File: src/mult_macros.svh
`ifndef MULT_MACROS_SVH
`define MULT_MACROS_SVH

// operand and product widths of the 4x4 multiplier
`define MULT_OP_W    4  // operand width
`define MULT_PROD_W  8  // product width, twice the operand

// rising edges from in_valid sampled to out_valid high
`define MULT_LATENCY 2

`endif
File: src/mult_pkg.sv
`default_nettype none

`include "mult_macros.svh"

package mult_pkg;

    // one unsigned operand
    typedef logic [`MULT_OP_W-1:0] operand_t;

    // one partial-product row, b masked by a single bit of a
    typedef logic [`MULT_OP_W-1:0] pp_row_t;

    // row i carries weight 2**i
    typedef pp_row_t [`MULT_OP_W-1:0] pp_array_t;

    // full unsigned product
    typedef logic [`MULT_PROD_W-1:0] product_t;

endpackage

`default_nettype wire

File: src/pp_if.sv
`timescale 1ns/1ps
`default_nettype none

// partial products between the generator stage and the reduction stage
interface pp_if
    import mult_pkg::*;
(
    input logic clk
);

    pp_array_t rows;   // four rows, row i has weight 2**i
    logic      valid;  // qualifies rows in the same cycle

    // generator side drives the rows and strobe
    modport gen (
        input  clk,
        output rows,
        output valid
    );

    // reduction side only reads them
    modport red (
        input  clk,
        input  rows,
        input  valid
    );

endinterface

`default_nettype wire

File: src/mult4_top.sv
`timescale 1ns/1ps
`default_nettype none

module mult4_top
    import mult_pkg::*;
(
    input  logic     clk,
    input  logic     rst_n,
    input  logic     in_valid,   // one-cycle operand strobe
    input  operand_t a,
    input  operand_t b,
    output logic     out_valid,  // two edges after in_valid
    output product_t product
);

    // rows between the two pipeline stages
    pp_if i_pp (
        .clk (clk)
    );

    // stage 1, operand registers and AND array
    pp_gen i_pp_gen (
        .clk      (clk),
        .rst_n    (rst_n),
        .in_valid (in_valid),
        .a        (a),
        .b        (b),
        .pp       (i_pp.gen)
    );

    // stage 2, reduction, final add and output registers
    pp_reduce i_pp_reduce (
        .clk       (clk),
        .rst_n     (rst_n),
        .pp        (i_pp.red),
        .out_valid (out_valid),
        .product   (product)
    );

endmodule

`default_nettype wire

File: src/pp_reduce.sv
`timescale 1ns/1ps
`default_nettype none

`include "mult_macros.svh"

module pp_reduce
    import mult_pkg::*;
(
    input  logic     clk,
    input  logic     rst_n,
    pp_if.red        pp,
    output logic     out_valid,
    output product_t product
);

    localparam int ADD_W = `MULT_PROD_W - 2;  // final add covers columns 1 to 6

    pp_row_t pp0;
    pp_row_t pp1;
    pp_row_t pp2;
    pp_row_t pp3;

    logic [2:0]       red_a;      // 3-bit compressor, columns 2 to 4
    logic [2:0]       red_b;
    logic [2:0]       red_s;
    logic             red_c;      // lands in column 5
    logic             ha_s;       // half adder, column 3
    logic             ha_c;       // lands in column 4
    logic [1:0]       hi_a;       // 2-bit adder, columns 4 and 5
    logic [1:0]       hi_b;
    logic [1:0]       hi_s;
    logic             hi_c;       // lands in column 6
    logic [ADD_W-1:0] add_x;      // final addends, bit 0 is column 1
    logic [ADD_W-1:0] add_y;
    logic [ADD_W-1:0] add_s;
    logic             add_c;      // product msb
    product_t         product_d;

    assign pp0 = pp.rows[0];
    assign pp1 = pp.rows[1];
    assign pp2 = pp.rows[2];
    assign pp3 = pp.rows[3];

    // rows 1..3 diagonals for columns 2, 3 and 4
    assign red_a = {pp3[1], pp3[0], pp2[0]};
    assign red_b = {pp2[2], pp2[1], pp1[1]};

    ks_adder #(.WIDTH(3)) i_ks_red (
        .in1  (red_a),
        .in2  (red_b),
        .sum  (red_s),
        .cout (red_c)
    );

    assign ha_s = pp1[2] ^ pp0[3];
    assign ha_c = pp1[2] & pp0[3];

    // column 4 still holds three bits, column 5 two
    assign hi_a = {pp3[2], red_s[2]};
    assign hi_b = {pp2[3], pp1[3]};

    ks_adder #(.WIDTH(2)) i_ks_hi (
        .in1  (hi_a),
        .in2  (hi_b),
        .sum  (hi_s),
        .cout (hi_c)
    );

    // at most two bits left per column
    assign add_x = {pp3[3], red_c, ha_c, ha_s, red_s[0], pp1[0]};
    assign add_y = {hi_c, hi_s[1], hi_s[0], red_s[1], pp0[2], pp0[1]};

    ks_adder #(.WIDTH(ADD_W)) i_ks_final (
        .in1  (add_x),
        .in2  (add_y),
        .sum  (add_s),
        .cout (add_c)
    );

    assign product_d = {add_c, add_s, pp0[0]};  // column 0 needs no adding

    // second stage; product holds through bubbles
    always_ff @(posedge clk or negedge rst_n) begin
        if (!rst_n) begin
            out_valid <= 1'b0;
            product   <= '0;
        end else begin
            out_valid <= pp.valid;
            if (pp.valid) begin
                product <= product_d;
            end
        end
    end

endmodule

`default_nettype wire

File: src/ks_adder.sv
`timescale 1ns/1ps
`default_nettype none

module ks_adder #(
    parameter int WIDTH = 6
) (
    input  logic [WIDTH-1:0] in1,
    input  logic [WIDTH-1:0] in2,
    output logic [WIDTH-1:0] sum,
    output logic             cout
);

    localparam int LEVELS = $clog2(WIDTH);  // prefix levels, span doubles each time

    logic [WIDTH-1:0] gen;    // bitwise generate
    logic [WIDTH-1:0] prop;   // bitwise propagate
    logic [WIDTH-1:0] grp_g;  // group generate over bits i..0
    logic [WIDTH-1:0] carry;  // carry into each bit

    assign gen  = in1 & in2;
    assign prop = in1 ^ in2;

    // Each level combines bit i with bit i-SPAN. Levels before the last
    // use black cells since the group propagate is still needed further up;
    // the last level only needs the generate, so gray cells do.
    for (genvar l = 0; l < LEVELS; l++) begin : g_lvl
        localparam int SPAN = 1 << l;

        logic [WIDTH-1:0] g_in;   // generate from the level below
        logic [WIDTH-1:0] p_in;   // propagate from the level below
        logic [WIDTH-1:0] g_out;  // generate after this level

        if (l == 0) begin : g_src
            assign g_in = gen;
            assign p_in = prop;
        end else begin : g_src
            assign g_in = g_lvl[l-1].g_out;
            assign p_in = g_lvl[l-1].g_bk.p_out;
        end

        // generate half of every cell, gray or black
        for (genvar i = 0; i < WIDTH; i++) begin : g_gc
            if (i < SPAN) begin : g_keep
                assign g_out[i] = g_in[i];  // already complete
            end else begin : g_cell
                assign g_out[i] = g_in[i] | (p_in[i] & g_in[i-SPAN]);
            end
        end

        // propagate half, only on black-cell levels
        if (l < LEVELS - 1) begin : g_bk
            logic [WIDTH-1:0] p_out;  // group propagate after this level

            for (genvar i = 0; i < WIDTH; i++) begin : g_pc
                if (i < SPAN) begin : g_keep
                    assign p_out[i] = p_in[i];
                end else begin : g_cell
                    assign p_out[i] = p_in[i] & p_in[i-SPAN];
                end
            end
        end
    end

    assign grp_g = g_lvl[LEVELS-1].g_out;

    assign carry = {grp_g[WIDTH-2:0], 1'b0};  // carry-in is zero
    assign sum   = prop ^ carry;
    assign cout  = grp_g[WIDTH-1];

endmodule

`default_nettype wire

File: src/pp_gen.sv
`timescale 1ns/1ps
`default_nettype none

`include "mult_macros.svh"

module pp_gen
    import mult_pkg::*;
(
    input  logic     clk,
    input  logic     rst_n,
    input  logic     in_valid,
    input  operand_t a,
    input  operand_t b,
    pp_if.gen        pp
);

    logic     valid_q;  // first pipeline strobe
    operand_t a_q;      // selects the rows
    operand_t b_q;      // row contents

    // operands are taken every cycle, valid_q tells bubbles apart
    always_ff @(posedge clk or negedge rst_n) begin
        if (!rst_n) begin
            valid_q <= 1'b0;
            a_q     <= '0;
            b_q     <= '0;
        end else begin
            valid_q <= in_valid;
            a_q     <= a;
            b_q     <= b;
        end
    end

    // AND array, one row per bit of a
    for (genvar r = 0; r < `MULT_OP_W; r++) begin : g_row
        assign pp.rows[r] = a_q[r] ? b_q : '0;  // b or zero
    end

    assign pp.valid = valid_q;

endmodule

`default_nettype wire

File: config.mk
export PLATFORM = sky130hd
export DESIGN_NAME = mult4_top
export DESIGN_NICKNAME = d
export VERILOG_FILES = /design/src/mult_pkg.sv /design/src/pp_if.sv /design/src/mult4_top.sv /design/src/pp_reduce.sv /design/src/ks_adder.sv /design/src/pp_gen.sv
export VERILOG_INCLUDE_DIRS = /design/src
export SDC_FILE = /design/constraint.sdc
export NUM_CORES = 1
export LEC_CHECK = 0
export ABC_AREA = 0
export BUFFER_PORTS_ARGS = -buffer_cell sky130_fd_sc_hd__buf_2
export CAP_MARGIN = 20
export CORE_AREA = 2 2 45 47
export CTS_CLUSTER_DIAMETER = 120
export CTS_CLUSTER_SIZE = 24
export DETAILED_ROUTE_END_ITERATION = 8
export DIE_AREA = 0 0 47 49
export GPL_ROUTABILITY_DRIVEN = 0
export PLACE_DENSITY = 0.8
export SYNTH_ARGS = -nofsm -noshare
export SYNTH_HDL_FRONTEND = slang
export SYNTH_SLANG_ARGS = --single-unit
File: constraint.sdc
create_clock -name clk -period 9 [get_ports clk]
set_input_delay 1.8 -clock clk [delete_from_list [all_inputs] [get_ports clk]]
set_output_delay 1.8 -clock clk [all_outputs]
set_load 0.03 [all_outputs]
* Word-level counts from Yosys, hierarchy flattened *
Index checks and enable logic that the tools add are counted.

cells by class
  bitwise logic cells = 48
  mux-type cells = 4

operators with widths
  operator           number
  1-bit AND          23
  4-bit 2-to-1 mux   4
  1-bit bitwise OR   15
  6-bit bitwise XOR  2
  6-bit AND          1
  3-bit bitwise XOR  2
  2-bit bitwise XOR  2
  3-bit AND          1
  2-bit AND          1
  1-bit bitwise XOR  1

word-level totals
  bits in registers = 18
  output and inout port bits = 9

* Depth between registers and ports, before layout *
Gate-level depths: netlist of run 1.

  depth after elaboration = 15
  mapped depth = 10
  depth with buffers taken out = 10

* Cells and area by module *
A second synthesis of run 1 with hierarchy kept.

second synthesis, totals
  cells, all modules = 86
  area, all modules = 1064.8 um2

by module, submodules not included
  module                              times used  cells each  sequential area each (um2)  area an instance (um2)
  pp_reduce                           1           19          225.2                       369.1
  pp_gen                              1           25          225.2                       325.3
  ks_adder at i_pp_reduce.i_ks_final  1           28          0.0                         242.7
  ks_adder at i_pp_reduce.i_ks_red    1           12          0.0                         95.1
  ks_adder at i_pp_reduce.i_ks_hi     1           2           0.0                         32.5

* Worst setup path before layout of run 1 *
Ideal clock, no wire load.

  kind = reg2reg
  start point = register i_pp_gen.a_q[2]
  end point = register i_pp_reduce.product[6]
  setup slack = 5.987 ns
  stages on the path, launching flop included = 11
  data arrival time = 2.882 ns
  setup time = 0.131 ns
  cells stage by stage = dfrtp_1 -> and2_1 -> ha_1 -> fa_1 -> xor2_1 -> ha_1 -> fa_1 -> ha_1 -> o211ai_2 -> o2111a_1 -> or3_1

on the way
  cells in the longest elaborated chain, start to end = 13
  elaborated cells between the ends (all ways) = 30
  those cells by class = 1 x mux; 29 x bitwise

ends and longest elaborated chain
  item                                            line                            RTL
  start: declaration                              pp_gen.sv:18                    operand_t a_q;
  start signal: assignment                        pp_gen.sv:25                    a_q <= '0;
  start signal: assignment                        pp_gen.sv:29                    a_q <= a;
  4-bit 2-to-1 mux (*)                            pp_gen.sv:36                    assign pp.rows[r] = a_q[r] ? b_q : '0;
  3-bit bitwise XOR or 3-bit AND (tied branches)  ks_adder.sv:21, ks_adder.sv:20
  1-bit AND                                       ks_adder.sv:46                  assign g_out[i] = g_in[i] | (p_in[i] & g_in[i-SPAN]);
  1-bit bitwise OR                                ks_adder.sv:46
  3-bit bitwise XOR                               ks_adder.sv:67                  assign sum = prop ^ carry;
  2-bit AND or 2-bit bitwise XOR (tied branches)  ks_adder.sv:20, ks_adder.sv:21
  2-bit bitwise XOR                               ks_adder.sv:67
  6-bit bitwise XOR or 6-bit AND (tied branches)  ks_adder.sv:21, ks_adder.sv:20
  1-bit AND (on tied branches)                    ks_adder.sv:46, ks_adder.sv:58
  1-bit bitwise OR (tied with other cells)        ks_adder.sv:46
  1-bit bitwise OR or 1-bit AND (tied branches)   ks_adder.sv:46
  1-bit bitwise OR                                ks_adder.sv:46
  6-bit bitwise XOR (*)                           ks_adder.sv:67
  end signal: assignment                          pp_reduce.sv:90                 product <= product_d;
  end: declaration                                pp_reduce.sv:13                 output product_t product

Every way passes the cells marked *; elsewhere a longest branch is shown, timed or not.
A chain may end at the register's enable or synchronous reset.

* Final worst setup path of run 1 *
Ends and elaborated chain as after synthesis.

==> results of run 1 <==
==> routing by layer <==
| metal | wire length, um | vias up |
|---|---|---|
| met4 | 24 | 0 |
| li1 | - | 355 |
| met3 | 57 | 3 |
| met2 | 804 | 16 |
| met5 | 0 | - |
| met1 | 867 | 335 |
==> power groups by stage <==
stage / clock network [uW] / registers [uW] / logic (uW)
final: 39.7 / 95.5 / 59.7
after global placement: 0 / 96.6 / 58.5
after global routing: 43.8 / 96.9 / 65.8
after CTS: 39.8 / 95.7 / 60.2
after detailed placement: 0 / 97.2 / 59.4
after floorplan: 0 / 110 / 29.5
==> cell families (layout without fill, tap and decap cells) <==
kind of cell | after synthesis | count (layout) | share of synthesized area
adder cells (fa/ha/maj) | 14 | 14 | 0.197
AO/OA/AOI/OAI | 18 | 18 | 0.135
buffers and inverters | 4 | 25 | 0.0162
multiplexers | 2 | 2 | 0.0224
XOR/XNOR | 2 | 2 | 0.0175
flip-flops | 18 | 18 | 0.449
AND/OR/NAND/NOR | 28 | 28 | 0.163
==> layout make-up <==
type	count	area (um2)
fillers	155	692
multi-input cells	64	537
flip-flops and latches	18	450
repair buffers	19	95.1
well taps	27	33.8
clock buffers	3	22.5
inverters	3	11.3
==> sequential cells by signal (all words and copies together) (netlist names) <==
| register | count |
|---|---|
| i_pp_reduce.product | 8 |
| i_pp_gen.b_q | 4 |
| i_pp_reduce.out_valid | 1 |
| i_pp_gen.pp.valid | 1 |
| i_pp_gen.a_q | 4 |
==> final timing paths <==
check	startpoint	to	slack (ns)
min	i_pp_reduce.product[2]$_DFFE_PN0P_	i_pp_reduce.product[2]$_DFFE_PN0P_	0.52
max in group asynchronous	rst_n	i_pp_gen.a_q[0]$_DFF_PN0_	7.31
max	i_pp_gen.a_q[2]$_DFF_PN0_	i_pp_reduce.product[6]$_DFFE_PN0P_	5.83
min in group asynchronous	rst_n	i_pp_reduce.product[1]$_DFFE_PN0P_	1.41
max reg2reg	i_pp_gen.a_q[2]$_DFF_PN0_	i_pp_reduce.product[6]$_DFFE_PN0P_	5.83
min reg2reg	i_pp_reduce.product[2]$_DFFE_PN0P_	i_pp_reduce.product[2]$_DFFE_PN0P_	0.52
==> stage by stage <==
| stage | power, uW | hold WS (ns) | worst slack (ns) |
|---|---|---|---|
| detailed placement | 157 | 0.503 | 5.85 |
| floorplan | 139 | 0.460 | 5.99 |
| CTS | 196 | 0.527 | 5.83 |
| finish | 195 | 0.520 | 5.83 |
| global route | 207 | 0.544 | 5.68 |
| global placement | 155 | 0.487 | 5.90 |
==> critical path, cell delays in order (launching register included) <==
cell	delay [ns]
dfrtp_1	0.42
and2_1	0.17
ha_1	0.22
fa_1	0.38
xor2_1	0.16
ha_1	0.21
fa_1	0.43
ha_1	0.37
o211ai_2	0.11
o2111a_1	0.23
or3_1	0.35
==> placed cells by master (no fill, tap or decap), types with 2 or more instances in the layout <==
cell type and count:
fa_1 3, nand2b_1 2, mux2_2 2, a21oi_1 4, a21o_1 3, nor2_1 3, dfrtp_1 18, ha_1 11
clkbuf_4 3, inv_1 3, and2_1 15, buf_2 19
==> results.cfg, run 1 <==
[setup_path]
critical_path.max_fanout = 5
timing_worst_setup_path_type = reg -> reg
end_kind = register
worstRegToRegCells = 10
arrival_ns = 3.36
worst_setup_sp_type = register
required_ns = 9.19

[clock_tree]
ctsLongestPathBuffers = 2
post_cts.repair.setup_buffers = 0
clkSinkCount = 18
clk_pin_slew_ns = 0.09
htree_num_levels = 1
tritoncts.num_buffers = 3
clock-root-buffer = clkbuf_4
cts_resized = 0
postCtsHoldBufs = 0
worstSkewPairLatency_ns = 0.30
cts_tree = built

[logic_synthesis]
yosysMostFrequentCell = dfrtp_1
synth_top_area_cell = dfrtp_1
top_cell_type_s_share_of_synthesized_area = 0.449
top_cells_by_area_in_the_synthesized_netlist = dfrtp_1, ha_1, and2_1
synth-async-reset-ratio = 1.00
netlist-cell-type-count = 32
synth.cells.most_frequent = dfrtp_1, and2_1, ha_1, a21oi_1
synth.avg_cell_area_um2 = 11.7
synth_warnings = 0
synth.cell_area_um2 = 1000
synth_seq_cells = 18
synth_flop_cell = dfrtp_1
synth-edff-count = 0
seq_area_frac_synth = 0.449
syn-instance-count = 86
synth_fp_nets = 111

[power_and_ir_drop]
share_clk_of_total_power = 0.203
switching_share = 0.339
net-switching-power_uw = 66.1
power_density_nw_per_um2 = 170
ir_drop_v = 0.000118
comb_power_share = 0.306
seqPwrFrac = 0.490
intPower_uw = 129
p_leak_uw = 0.000593

[grt]
global_route.overflow_total = 0
grt_first_pass_wirelength_mm = 3.06
grtUsageMet3 = 0.0333
grt_start_max_net_pins = 19
initial_antenna_violation_count = 0
number_of_global_route_vias_before_repair = 711
groute.usage.overall = 0.184
global_route.usage.met2 = 0.274
grtUsageMet1 = 0.272
top_usage_layer = met2

[place]
placed_cell_area_um2 = 1130
io_buffers = 19
place_inst = 131
dp_hpwl_mm = 1.39

[sta]
timing.final.hold_violations = 0
post-route-min-period_ns = 3.17
final-setup-viol-count = 0
rsz0062_at_grt = no
max_freq_ghz = 0.315
drv_slew = 0
finalClockSkew_ns = 0.00273
max_slew.worst_pin.slew_ns = 0.491
min_period_over_period = 0.353
finalSetupTns_ns = 0
max_slew_margin = 0.672

[die]
initial_core_util = 0.545
fp.dieH_um = 49
floorplan.io_pins = 20
coreArea_um2 = 1840
die_x_um = 47
rows = 16
die-area_um2 = 2300

[routing]
antenna_left = 0
post_drt_via_cell_ratio = 5.29
wl_per_cell_um = 13.1
route.vias.total = 709
drc = 0
drt_pass1_iterations = 4
drt-initial-drc-count = 7
route.final.wire_length_mm = 1.75

[final_layout]
final-instance-count-excl-fill = 134
final_net_count = 134
layout-area-overhead-vs-synth_pct = 14.6
antenna_cells_inserted = 0
drive_above_1_share = 0.243
finish.instance_area_um2 = 1150
utilization_of_the_core_after_routing = 0.624

[status]
outcome = complete, no violations

[min_path]
hold-path-cell-count = 1
worst_hold_path_type = reg -> reg

[job]
max_cap_violations = 0
Note: power is estimated with default switching activity, not from simulation.
==> inputs of run 2 (changes only) <==
--- a/config.mk
+++ b/config.mk
@@ -6,16 +6,16 @@
 export SDC_FILE = /design/constraint.sdc
 export NUM_CORES = 1
 export LEC_CHECK = 0
-export ABC_AREA = 0
+export ABC_AREA = 1
 export BUFFER_PORTS_ARGS = -buffer_cell sky130_fd_sc_hd__buf_2
 export CAP_MARGIN = 20
-export CORE_AREA = 2 2 45 47
+export CORE_AREA = 2 2 49 51
 export CTS_CLUSTER_DIAMETER = 120
 export CTS_CLUSTER_SIZE = 24
 export DETAILED_ROUTE_END_ITERATION = 8
-export DIE_AREA = 0 0 47 49
+export DIE_AREA = 0 0 51 53
 export GPL_ROUTABILITY_DRIVEN = 0
-export PLACE_DENSITY = 0.8
+export PLACE_DENSITY = 0.71
 export SYNTH_ARGS = -nofsm -noshare
 export SYNTH_HDL_FRONTEND = slang
 export SYNTH_SLANG_ARGS = --single-unit
==> constraint.sdc (replaced) <==
create_clock -name clk -period 2.55 [get_ports clk]
set_input_delay 0.51 -clock clk [delete_from_list [all_inputs] [get_ports clk]]
set_output_delay 0.51 -clock clk [all_outputs]
set_load 0.03 [all_outputs]
==> run 2 against run 1 <==
The run now ends with setup timing left. Die area increased by 17%. Fmax increased by 18%. Global-route usage decreased by 1.6 points. Sequential power increased to 3.5 times the previous value. Non-clock buffer count increased by 10. Critical path type unchanged. Highest routed layer unchanged.
==> results.cfg, run 2 <==
[place]
dp_hpwl_mm = 1.41
io_buffers = 19
place_ws_ns = -0.167
place_inst = 167
placed_cell_area_um2 = 1180

[final_layout]
final-instance-count-excl-fill = 176
final_net_count = 175
final.fill_count = 187
largest_reg_flops = 8
final_common_cell = nand2_1
multi_input_area_um2 = 538
most-common-layout-cells = nand2_1, buf_2, dfrtp_1, inv_1, buf_4
top_register = i_pp_reduce.product
registers_with_the_most_flip_flops = i_pp_reduce.product x8, i_pp_gen.a_q x4, i_pp_gen.b_q x4
finish.instance_area_um2 = 1290
drive_above_1_share = 0.331
layout-area-overhead-vs-synth_pct = 30.4
seq_area_um2 = 450
antenna_cells_inserted = 0

[logic_synthesis]
top_cell_type_s_share_of_synthesized_area = 0.453
top_cells_by_area_in_the_synthesized_netlist = dfrtp_1, nand2_1, ha_1
synth.cell_area_um2 = 993
synth.avg_cell_area_um2 = 8.56
synth-edff-count = 0
synth_warnings = 0
synth.cells.most_frequent = nand2_1, inv_1, dfrtp_1, ha_1, nand3_1
synth_top_area_cell = dfrtp_1
seq_area_frac_synth = 0.453
synth_flop_cell = dfrtp_1
synth_fp_nets = 141
netlist-cell-type-count = 12
synth-async-reset-ratio = 1.00
syn-instance-count = 116
yosysMostFrequentCell = nand2_1
synth_seq_cells = 18

[grt]
grt_start_max_net_pins = 19
global_route.overflow_total = 0
groute.usage.overall = 0.167
number_of_global_route_vias_before_repair = 801
grt_first_pass_wirelength_mm = 3.33
initial_antenna_violation_count = 0

[setup_path]
arrival_ns = 2.89
critical_path.max_fanout = 4
required_ns = 2.74
end_kind = register
slowest_cell_on_the_critical_path = fa_1
worst_path_dominant_cell_family = adder cells
worst_setup_sp_type = register
worst-path-buf-inv = 2
cp.depth = 15
worstRegToRegCells = 15
cp_cell_sequence = nand2_1, inv_1, ha_4, fa_2, xor2_2, ha_2, fa_1, ha_4, nand2_2, inv_2, nand3_2, nand2_1, nand2_1, nand3_1, nand2_1
timing_worst_setup_path_type = reg -> reg
crit_top_cell = nand2_1
slowest_delay_ns = 0.50

[sta]
max_slew.worst_pin.slew_ns = 0.384
postLayoutSetupSlackWorst_ns = -0.143
max_freq_ghz = 0.371
post-route-min-period_ns = 2.69
max_slew_margin = 0.744
drv_slew = 0
finalClockSkew_ns = 0.000919
min_period_over_period = 1.06
timing.final.hold_violations = 0
rsz0062_at_grt = yes
final-setup-viol-count = 3

[power_and_ir_drop]
p_leak_uw = 0.000781
power_density_nw_per_um2 = 534
totalPowerFinal_uw = 691
ir_drop_v = 0.000389

[routing]
drt-initial-drc-count = 9
antenna_left = 0
route.vias.total = 828
post_drt_via_cell_ratio = 4.70
drt_pass1_iterations = 4
route.final.wire_length_mm = 1.95
wl_per_cell_um = 11.1
drc = 0

[die]
coreArea_um2 = 2150
fp.dieH_um = 53
initial_core_util = 0.462
floorplan.io_pins = 20
die-area_um2 = 2700
die_x_um = 51
rows = 17

[min_path]
worst_hold_path_type = in -> async

[clock_tree]
tritoncts.num_buffers = 3
clk_pin_slew_ns = 0.09
clock-root-buffer = clkbuf_4
htree_num_levels = 1
worstSkewPairLatency_ns = 0.29
cts_tree = built
clkSinkCount = 18
ctsLongestPathBuffers = 2

[status]
outcome = finished with violations
violations = setup timing

[job]
max_cap_violations = 0
==> run 2: routing by layer <==
metal	vias to the layer above	global-route usage	wire, um
met5	-	0	0
met2	14	0.297	1010
met3	5	0.0282	57
met4	0	0.0766	29
met1	388	0.198	846
li1	421	-	-
==> run 2: timing repair <==
| action | CTS | global route |
|---|---|---|
| pin swaps | 9 | 6 |
| resized for setup | 7 | 6 |
| setup endpoints to repair | 3 | 3 |
| buffers inserted | 4 | 2 |
| hold buffers | 0 | 0 |
==> run 2: cell families after synthesis <==
group                      share of synthesized area
AOI/OAI and AO/OA                             0.0554
xor gates and xnor gates                     0.00882
adders and majority gates                      0.199
buffers and inverters                         0.0793
DFF                                            0.453
and+or+nand+nor                                0.204
==> run 2: worst reg2reg max path, stage by stage, from the launching register on <==
cell and delay [ns]:
dfrtp_1 0.39, nand2_1 0.08, inv_1 0.07, ha_4 0.16
fa_2 0.35, xor2_2 0.16, ha_2 0.18, fa_1 0.50
ha_4 0.31, nand2_2 0.05, inv_2 0.05, nand3_2 0.07
nand2_1 0.06, nand2_1 0.04, nand3_1 0.06, nand2_1 0.05
==> run 2: through the flow <==
step | util | hold slack, ns | TNS, ns
2_1_floorplan | - | 0.214 | -0.0279
3_3_place_gp | 0.548 | 0.450 | -0.166
3_5_place_dp | 0.548 | 0.455 | -0.341
4_1_cts | 0.584 | 0.134 | -0.150
5_1_grt | 0.603 | 0.154 | -0.573
6_report | 0.603 | 0.120 | -0.198
==> run 2: where the power goes <==
part | switching (uW) | internal, uW
registers | 16.7 | 314
logic | 138 | 85.3
clock network | 83.1 | 55.1
==> run 2: area by class of cell <==
class / count / area share
Timing Repair Buffer: 29 / 0.131
Clock buffer: 3 / 0.0174
Tap cell: 28 / 0.0271
Inverter: 21 / 0.0609
Sequential cell: 18 / 0.348
Multi-Input combinational cell: 77 / 0.415
==> run 2: worst paths after layout <==
kind,from,end,slack (ns)
worst max-delay path,i_pp_gen.a_q[1]$_DFF_PN0_,i_pp_reduce.product[6]$_DFFE_PN0P_,-0.14
worst min-delay path,rst_n,i_pp_gen.b_q[0]$_DFF_PN0_,0.12
worst max register to register,i_pp_gen.a_q[1]$_DFF_PN0_,i_pp_reduce.product[6]$_DFFE_PN0P_,-0.14
worst min register to register,i_pp_reduce.product[2]$_DFFE_PN0P_,i_pp_reduce.product[2]$_DFFE_PN0P_,0.48
max in group asynchronous,rst_n,i_pp_reduce.product[2]$_DFFE_PN0P_,2.15
min in group clk,b[0],i_pp_gen.b_q[0]$_DFF_PN0_,0.31
